`src/rtl/wbc_settings.svh`:
```
/*
  Build-time sizing for the execute and writeback-commit subsystem
*/
`ifndef WBC_SETTINGS_SVH
`define WBC_SETTINGS_SVH

// Number of identical execute pipes
`define WBC_NUM_PIPES 2

// Sequence number width, sets reorder buffer depth and in-flight limit
`define WBC_SEQ_BITS 3

// Cycles a multiply holds a pipe
`define WBC_MUL_CYCLES 4

// Derived reorder buffer depth
`define WBC_ROB_DEPTH (1 << `WBC_SEQ_BITS)

`endif

```
`src/rtl/wbc_pkg.sv`:
```
/*
  Shared types: operation code, instruction, pipe request,
  execute-to-writeback, completion and commit messages
*/
`default_nettype none
`include "wbc_settings.svh"

package wbc_pkg;

  // Sequence number, wraps modulo the reorder buffer depth
  typedef logic [`WBC_SEQ_BITS-1:0] seq_t;

  typedef enum logic {
    OP_ADD = 1'b0,
    OP_MUL = 1'b1
  } op_e;

  // Instruction as it arrives, operands already read
  typedef struct packed {
    logic [31:0] pc;
    op_e         op;
    logic [4:0]  waddr;
    logic        wen;
    logic [31:0] a;
    logic [31:0] b;
  } instr_t;

  // Dispatch to pipe
  typedef struct packed {
    instr_t instr;
    seq_t   seq_num;
  } exec_req_t;

  // Pipe to writeback-commit
  typedef struct packed {
    logic [31:0] pc;
    seq_t        seq_num;
    logic [4:0]  waddr;
    logic [31:0] wdata;
    logic        wen;
  } xw_msg_t;

  // Completion strobe payload, no pc
  typedef struct packed {
    seq_t        seq_num;
    logic [4:0]  waddr;
    logic [31:0] wdata;
    logic        wen;
  } complete_msg_t;

  // Commit strobe payload, same fields as xw_msg_t
  typedef struct packed {
    logic [31:0] pc;
    seq_t        seq_num;
    logic [4:0]  waddr;
    logic [31:0] wdata;
    logic        wen;
  } commit_msg_t;

endpackage

`default_nettype wire

```
`src/rtl/exec_pipe.sv`:
```
/*
  Execute pipe: one-cycle add or iterative shift-and-add multiply,
  result held on a val/rdy channel until taken
*/
`timescale 1ns/1ps
`default_nettype none
`include "wbc_settings.svh"

module exec_pipe (
  input  logic               clk,
  input  logic               rst_n,
  input  logic               req_val,
  output logic               req_rdy,
  input  wbc_pkg::exec_req_t req,
  output logic               xw_val,
  input  logic               xw_rdy,
  output wbc_pkg::xw_msg_t   xw
);
  import wbc_pkg::*;

  // Multiplier bits consumed per step
  localparam int STEP_BITS = (32 + `WBC_MUL_CYCLES - 1) / `WBC_MUL_CYCLES;
  localparam int CNT_BITS  = $clog2(`WBC_MUL_CYCLES + 1);

  logic                busy;
  logic [CNT_BITS-1:0] remaining;
  logic [31:0]         mcand;
  logic [31:0]         mplier;
  xw_msg_t             res;
  logic                accept;
  logic                running;
  logic [31:0]         src_acc;
  logic [31:0]         src_mcand;
  logic [31:0]         src_mplier;
  logic [31:0]         step_acc;

  // Partial products for one chunk of the multiplier
  function automatic logic [31:0] mul_step(input logic [31:0] acc_in,
                                           input logic [31:0] mcand_in,
                                           input logic [31:0] mplier_in);
    logic [31:0] sum;
    sum = acc_in;
    for (int k = 0; k < STEP_BITS; k++) begin
      if (mplier_in[k]) sum = sum + (mcand_in << k);
    end
    return sum;
  endfunction

  assign req_rdy = !busy;
  assign accept  = req_val && !busy;
  assign running = busy && (remaining != '0);
  assign xw_val  = busy && (remaining == '0);
  assign xw      = res;

  // First step runs on the accept edge, from the raw operands
  assign src_acc    = accept ? 32'd0 : res.wdata;
  assign src_mcand  = accept ? req.instr.a : mcand;
  assign src_mplier = accept ? req.instr.b : mplier;
  assign step_acc   = mul_step(src_acc, src_mcand, src_mplier);

  always_ff @(posedge clk or negedge rst_n) begin
    if (!rst_n) begin
      busy      <= 1'b0;
      remaining <= '0;
    end else if (accept) begin
      busy      <= 1'b1;
      remaining <= (req.instr.op == OP_ADD) ? '0 : CNT_BITS'(`WBC_MUL_CYCLES - 1);
    end else if (running) begin
      remaining <= remaining - 1'b1;
    end else if (xw_val && xw_rdy) begin
      busy <= 1'b0;
    end
  end

  // Result word doubles as the multiply accumulator
  always_ff @(posedge clk) begin
    if (accept) begin
      res.pc      <= req.instr.pc;
      res.seq_num <= req.seq_num;
      res.waddr   <= req.instr.waddr;
      res.wen     <= req.instr.wen;
      res.wdata   <= (req.instr.op == OP_ADD) ? req.instr.a + req.instr.b : step_acc;
    end else if (running) begin
      res.wdata <= step_acc;
    end
    if (accept || running) begin
      mcand  <= src_mcand << STEP_BITS;
      mplier <= src_mplier >> STEP_BITS;
    end
  end

endmodule

`default_nettype wire

```
`src/rtl/issue_dispatch.sv`:
```
/*
  Issue stage: numbers instructions, limits the in-flight count
  and steers each one to the lowest-indexed idle execute pipe
*/
`timescale 1ns/1ps
`default_nettype none
`include "wbc_settings.svh"

module issue_dispatch (
  input  logic                      clk,
  input  logic                      rst_n,
  input  logic                      in_val,
  output logic                      in_rdy,
  input  wbc_pkg::instr_t           in_instr,
  output logic [`WBC_NUM_PIPES-1:0] req_val,
  input  logic [`WBC_NUM_PIPES-1:0] req_rdy,
  output wbc_pkg::exec_req_t        req [`WBC_NUM_PIPES],
  input  logic                      commit_pulse
);
  import wbc_pkg::*;

  localparam int CNT_W = `WBC_SEQ_BITS + 1;
  localparam logic [CNT_W-1:0] FULL = CNT_W'(`WBC_ROB_DEPTH);

  // Output register holding one numbered instruction
  logic                      hold_val;
  exec_req_t                 hold_req;
  seq_t                      seq_cnt;
  logic [CNT_W-1:0]          inflight;
  logic [`WBC_NUM_PIPES-1:0] grant;
  logic                      found;
  logic                      accept;
  logic                      taken;

  // ------------------------------------------------------------------
  // Input handshake
  // ------------------------------------------------------------------

  // Ready from state only, never from in_val
  assign in_rdy = !hold_val && (inflight != FULL);
  assign accept = in_val && in_rdy;

  // ------------------------------------------------------------------
  // Pipe steering
  // ------------------------------------------------------------------

  // Lowest-indexed idle pipe wins
  always_comb begin
    grant = '0;
    found = 1'b0;
    for (int i = 0; i < `WBC_NUM_PIPES; i++) begin
      if (hold_val && req_rdy[i] && !found) begin
        grant[i] = 1'b1;
        found    = 1'b1;
      end
    end
  end

  assign req_val = grant;
  assign taken   = |grant;

  // Same payload offered to every pipe, only one sees req_val
  always_comb begin
    for (int i = 0; i < `WBC_NUM_PIPES; i++) begin
      req[i] = hold_req;
    end
  end

  // ------------------------------------------------------------------
  // State
  // ------------------------------------------------------------------

  always_ff @(posedge clk or negedge rst_n) begin
    if (!rst_n) begin
      hold_val <= 1'b0;
      seq_cnt  <= '0;
      inflight <= '0;
    end else begin
      if (accept) begin
        hold_val <= 1'b1;
        seq_cnt  <= seq_cnt + 1'b1;
      end else if (taken) begin
        hold_val <= 1'b0;
      end
      // Credit up on accept, down on commit
      case ({accept, commit_pulse})
        2'b10:   inflight <= inflight + 1'b1;
        2'b01:   inflight <= inflight - 1'b1;
        default: inflight <= inflight;
      endcase
    end
  end

  // Payload, tagged with the current sequence number
  always_ff @(posedge clk) begin
    if (accept) begin
      hold_req.instr   <= in_instr;
      hold_req.seq_num <= seq_cnt;
    end
  end

endmodule

`default_nettype wire

```
`src/rtl/wbc_subsystem.sv`:
```
/*
  Top level: issue stage, generated execute pipes and the
  writeback-commit unit
*/
`timescale 1ns/1ps
`default_nettype none
`include "wbc_settings.svh"

module wbc_subsystem (
  input  logic                   clk,
  input  logic                   rst_n,
  input  logic                   in_val,
  output logic                   in_rdy,
  input  wbc_pkg::instr_t        in_instr,
  output logic                   complete_val,
  output wbc_pkg::complete_msg_t complete,
  output logic                   commit_val,
  output wbc_pkg::commit_msg_t   commit
);
  import wbc_pkg::*;

  // Dispatch to pipes
  logic [`WBC_NUM_PIPES-1:0] req_val;
  logic [`WBC_NUM_PIPES-1:0] req_rdy;
  exec_req_t                 req [`WBC_NUM_PIPES];

  // Pipes to writeback-commit
  logic [`WBC_NUM_PIPES-1:0] xw_val;
  logic [`WBC_NUM_PIPES-1:0] xw_rdy;
  xw_msg_t                   xw [`WBC_NUM_PIPES];

  // Commit strobe doubles as the in-flight credit return
  issue_dispatch u_issue_dispatch (
    .clk          (clk),
    .rst_n        (rst_n),
    .in_val       (in_val),
    .in_rdy       (in_rdy),
    .in_instr     (in_instr),
    .req_val      (req_val),
    .req_rdy      (req_rdy),
    .req          (req),
    .commit_pulse (commit_val)
  );

  for (genvar i = 0; i < `WBC_NUM_PIPES; i++) begin : g_pipe
    exec_pipe u_exec_pipe (
      .clk     (clk),
      .rst_n   (rst_n),
      .req_val (req_val[i]),
      .req_rdy (req_rdy[i]),
      .req     (req[i]),
      .xw_val  (xw_val[i]),
      .xw_rdy  (xw_rdy[i]),
      .xw      (xw[i])
    );
  end

  writeback_commit_unit u_writeback_commit_unit (
    .clk          (clk),
    .rst_n        (rst_n),
    .xw_val       (xw_val),
    .xw_rdy       (xw_rdy),
    .xw           (xw),
    .complete_val (complete_val),
    .complete     (complete),
    .commit_val   (commit_val),
    .commit       (commit)
  );

endmodule

`default_nettype wire

```
`src/rtl/writeback_commit_unit.sv`:
```
/*
  Writeback-commit unit: fixed-priority pick among pipe results,
  completion strobe, reorder buffer and in-order commit
*/
`timescale 1ns/1ps
`default_nettype none
`include "wbc_settings.svh"

module writeback_commit_unit (
  input  logic                       clk,
  input  logic                       rst_n,
  input  logic [`WBC_NUM_PIPES-1:0]  xw_val,
  output logic [`WBC_NUM_PIPES-1:0]  xw_rdy,
  input  wbc_pkg::xw_msg_t           xw [`WBC_NUM_PIPES],
  output logic                       complete_val,
  output wbc_pkg::complete_msg_t     complete,
  output logic                       commit_val,
  output wbc_pkg::commit_msg_t       commit
);
  import wbc_pkg::*;

  localparam int DEPTH = `WBC_ROB_DEPTH;

  // Arbitration
  logic [`WBC_NUM_PIPES-1:0] grant;
  logic                      found;
  logic                      take;
  xw_msg_t                   sel_msg;

  // Reorder buffer, one slot per sequence number
  xw_msg_t                   rob_msg [DEPTH];
  logic [DEPTH-1:0]          rob_vld;
  seq_t                      head;
  logic                      head_ready;

  // ------------------------------------------------------------------
  // Pipe arbitration
  // ------------------------------------------------------------------

  // Lowest-indexed valid pipe gets the single write port
  always_comb begin
    grant   = '0;
    found   = 1'b0;
    sel_msg = xw[0];
    for (int i = 0; i < `WBC_NUM_PIPES; i++) begin
      if (xw_val[i] && !found) begin
        grant[i] = 1'b1;
        found    = 1'b1;
        sel_msg  = xw[i];
      end
    end
  end

  assign xw_rdy = grant;
  assign take   = found;

  // ------------------------------------------------------------------
  // Completion
  // ------------------------------------------------------------------

  // One pulse per accepted result, cycle after the transfer
  always_ff @(posedge clk or negedge rst_n) begin
    if (!rst_n) begin
      complete_val <= 1'b0;
    end else begin
      complete_val <= take;
    end
  end

  always_ff @(posedge clk) begin
    if (take) begin
      complete.seq_num <= sel_msg.seq_num;
      complete.waddr   <= sel_msg.waddr;
      complete.wdata   <= sel_msg.wdata;
      complete.wen     <= sel_msg.wen;
    end
  end

  // ------------------------------------------------------------------
  // Reorder buffer
  // ------------------------------------------------------------------

  // Slot addressed by sequence number, so arrival order is irrelevant
  always_ff @(posedge clk) begin
    if (take) begin
      rob_msg[sel_msg.seq_num] <= sel_msg;
    end
  end

  // Head slot holds the oldest uncommitted instruction
  assign head_ready = rob_vld[head];

  // ------------------------------------------------------------------
  // In-order commit
  // ------------------------------------------------------------------

  always_ff @(posedge clk or negedge rst_n) begin
    if (!rst_n) begin
      rob_vld    <= '0;
      head       <= '0;
      commit_val <= 1'b0;
    end else begin
      commit_val <= head_ready;
      // Retire the head slot
      if (head_ready) begin
        rob_vld[head] <= 1'b0;
        head          <= head + 1'b1;
      end
      // New result marks its slot; in-flight limit keeps it off the head being cleared
      if (take) begin
        rob_vld[sel_msg.seq_num] <= 1'b1;
      end
    end
  end

  // Commit payload registered with the strobe
  always_ff @(posedge clk) begin
    if (head_ready) begin
      commit.pc      <= rob_msg[head].pc;
      commit.seq_num <= rob_msg[head].seq_num;
      commit.waddr   <= rob_msg[head].waddr;
      commit.wdata   <= rob_msg[head].wdata;
      commit.wen     <= rob_msg[head].wen;
    end
  end

endmodule

`default_nettype wire

```
`config.mk`:
```
export PLATFORM = sky130hd
export DESIGN_NAME = wbc_subsystem
export DESIGN_NICKNAME = d
export VERILOG_FILES = /design/src/rtl/wbc_pkg.sv /design/src/rtl/exec_pipe.sv /design/src/rtl/issue_dispatch.sv /design/src/rtl/wbc_subsystem.sv /design/src/rtl/writeback_commit_unit.sv
export VERILOG_INCLUDE_DIRS = /design/src /design/src/rtl
export SDC_FILE = /design/constraint.sdc
export NUM_CORES = 2
export LEC_CHECK = 0
export ABC_AREA = 0
export BUFFER_PORTS_ARGS = -buffer_cell sky130_fd_sc_hd__clkbuf_2
export CAP_MARGIN = 20
export CELL_PAD_IN_SITES_DETAIL_PLACEMENT = 1
export CELL_PAD_IN_SITES_GLOBAL_PLACEMENT = 1
export CORE_MARGIN = 4
export CORE_UTILIZATION = 55
export CTS_CLUSTER_SIZE = 40
export DETAILED_ROUTE_END_ITERATION = 8
export GPL_ROUTABILITY_DRIVEN = 0
export PLACE_DENSITY_LB_ADDON = 0.05
export SLEW_MARGIN = 20
export SYNTH_ARGS = -nofsm -noshare
export SYNTH_HDL_FRONTEND = slang
export SYNTH_HIERARCHICAL = 1
export SYNTH_SLANG_ARGS = --single-unit
```
`constraint.sdc`:
```
create_clock -name clk -period 36.2 [get_ports clk]
set_input_delay 9.05 -clock clk [delete_from_list [all_inputs] [get_ports clk]]
set_output_delay 9.05 -clock clk [all_outputs]
set_load 0.05 [all_outputs]
```
==> out/qor.log <==
[outcome] run status finished clean
[drt] TritonRoute pass-1 iters 6
[die] Core Rows 131
[placement] HPWL after detailed placement 159000 um
[die] Chip Height 366 um
[logic_synthesis] fraction of synthesized cell area taken by the top area cell type 44.5%
[layout] Layout Area Growth over Synthesis 8.00%
[global_route] first-pass GRT wire length 345000 um
[setup_path] most repeated library cell on the critical path ha_1
[setup_path] Required @ worst endpoint 36640 ps
[logic_synthesis] Netlist cell types 139
[global_route] antenna violations before repair 6
[placement] placed instance area 72700 um^2
[drt] average wire per standard cell 27.1 um
[global_route] number of global-route vias before repair 56300
[clock_network] buffers from clock root to sink, at most 3
[drt] Iteration-0 DRC Markers 5039
[logic_synthesis] mean instance size in the synthesized netlist 10.9 um^2
[layout] net count of the finished layout 7204
[hold_path] class of the worst hold path reg -> reg
[setup_path] highest net fanout along the worst path 58
[setup_path] WS Path Type reg -> reg
[clock_network] buffer type at the clock tree root clkbuf_16
[logic_synthesis] commonest register cell after synthesis edfxtp_1
[setup_path] Worst Path Arrival 16450 ps
[logic_synthesis] total of flip-flops plus latches after synthesis 1075
[logic_synthesis] Synth area leaders edfxtp_1, ha_1, nand2_1
[clock_network] post-CTS clock slew at the launch and capture registers of the worst setup and hold paths 60 ps
[sta] normalized max-slew margin 25.8%
[sta] number of pins with negative max-slew slack in the final report 0
[clock_network] H-tree levels 3
[die] Core Area 128000 um^2
[clock_network] TritonCTS clock tree done
[logic_synthesis] number of flops mapped to enable cells by yosys 1046
[clock_network] number of buffers inserted by post-CTS setup repair 0
[job] maximum capacitance violations 0
[drt] final antenna-violating net count 0
[global_route] total track usage 33.2%
[placement] total of buffers placed on input and output ports 222
[setup_path] number of buffers and inverters on the critical path 5
[setup_path] Critical Path Source Type flip-flop
[setup_path] kind of capture point of the worst setup path flip-flop
[die] I/O pin count 223
[die] die outline area 134000 um^2
[sta] setup violators final 0
[clock_network] Worst-Skew Late Latency 730 ps
[sta] worst hold slack across all endpoints 458 ps
[logic_synthesis] sequential cell area fraction in the yosys report 45.5%
[drt] Vias 54100
[clock_network] hold bufs inserted after CTS 0
[sta] Post-Route Skew 47.9 ps
[logic_synthesis] leading area contributor after synthesis edfxtp_1
[sta] slew of the pin with the lowest slew margin 1110 ps
[logic_synthesis] gate count after technology mapping 6502
[sta] Final Hold Vio Count 0
[drt] WL final 226000 um
[logic_synthesis] nets in the synthesized netlist 7110
[die] chip width 366 um
[logic_synthesis] share of synthesized registers carrying an async set or reset 2.70%
[logic_synthesis] Ys Warns 6
[sta] TNS Setup 0 ps
[logic_synthesis] Post-Syn Area 70600 um^2
[clock_network] total CTS buffers 108
[sta] share of the clock period used by the worst path 44.2%
[layout] fraction of layout instances using a drive strength above 1 13.9%
[clock_network] sinks on the clock net 1075
[logic_synthesis] most common cell in the synthesized netlist edfxtp_1
[global_route] total gr overflow 0
[layout] Layout Utilization 59.8%
[drt] total DRC errors in the routed layout 0
[layout] fill cell count 13400
[setup_path] dominant delay contributor by cell family on the critical path compound AO/OA/AOI/OAI gates
[sta] upper clock frequency limit 62.5 MHz
[setup_path] worst stage delay on the critical path 560 ps
[setup_path] critical path's slowest cell dfrtp_1
[sta] minimum clock period after layout 16010 ps
[drt] routed via count divided by cell count 6.48
[clock_network] post-cts gate resize count 0
[sta] setup repair after global routing missed its margin no
[layout] Layout Cell Area excl Fill 76300 um^2
[die] Initial Util 55.4%
[logic_synthesis] leading post-synthesis cells by instance count edfxtp_1, nand2_1, ha_1
[global_route] pin count of the biggest net entering global routing 84
## through the flow
stage          setup WS, ps  instances
6_report              20190       8353
5_1_grt               18710       8352
4_1_cts               20270       8352
3_5_place_dp          20350       8148
3_3_place_gp          20640       8148
2_1_floorplan         21650       6502
## logic make-up (layout without fill, tap and decap cells)
kind of cell	count (synthesis)	after routing	synth area share, %
simple gates	1994	1994	13.1
compound gates	1579	1579	14.9
flops	1075	1075	45.5
buf+inv	561	749	3.92
fa+ha+maj	511	511	9.21
xor+xnor	414	414	5.21
mux	366	366	8.11
other cells	2	3	0.0106
## area by class of cell
cell class	instances	area, um^2	share of cell area [%]
Inverter	241	911	1.19
Antenna cell	1	2.50	0.00328
Tap cell	1662	2080	2.73
Clock buffer	130	2810	3.68
Sequential cell	1075	32100	42.2
Multi-Input combinational cell	4866	35900	47.1
Timing Repair Buffer	304	1730	2.27
Clock inverter	74	691	0.906
## final timing paths
kind,start,to,slack (ps),depth (start not counted)
worst max-delay path,u_issue_dispatch/hold_val,g_pipe[0].u_exec_pipe/xw[32],20190,69
worst min-delay path,u_issue_dispatch/req[84],g_pipe[0].u_exec_pipe/xw[51],460,0
worst max register to register,u_issue_dispatch/hold_val,g_pipe[0].u_exec_pipe/xw[32],20190,69
worst min register to register,u_issue_dispatch/req[84],g_pipe[0].u_exec_pipe/xw[51],460,0
max in group asynchronous,rst_n,u_writeback_commit_unit/head[0],26910,1
min in group asynchronous,rst_n,u_writeback_commit_unit/complete_val,8480,1
## registers in the layout (all words and copies together), names as in the netlist, 8 cells and up
signal,flops
u_issue_dispatch/req,106
g_pipe.u_exec_pipe/xw,146
u_writeback_commit_unit/rob_vld,8
g_pipe.u_exec_pipe/mcand,48
g_pipe.u_exec_pipe/mplier,48
u_writeback_commit_unit/complete,41
u_writeback_commit_unit/commit,73
u_writeback_commit_unit/rob_msg,584
## cell usage in the layout (no fill, tap or decap), types with 54 or more instances in the layout
master,synthesis,routed
o21bai_1,62,62
xnor2_1,273,273
edfxtp_1,1046,1046
and2_1,84,83
clkbuf_16,0,108
xor2_1,137,137
a211oi_1,73,73
mux2_2,149,149
or3_1,54,54
mux4_2,146,146
nor2_1,408,401
a21o_1,149,149
a21oi_1,454,454
ha_1,485,485
clkbuf_2,1,222
o21ai_0,309,308
o21a_1,69,69
inv_1,237,235
nor2b_1,59,57
nand3_1,102,102
nand2b_1,69,68
nand2_1,898,896
nor3_1,106,106
a31oi_1,58,58
buf_4,110,81
## layer usage
layer	global-route usage, %	wire length, um
met1	43.6	92600
met2	57.1	111000
met5	0	13
met3	5.39	16100
met4	9.59	6700
Power is left out: the tool's default activity adds up to more than one toggle a clock period on the data nets, which glitch-free logic cannot reach.
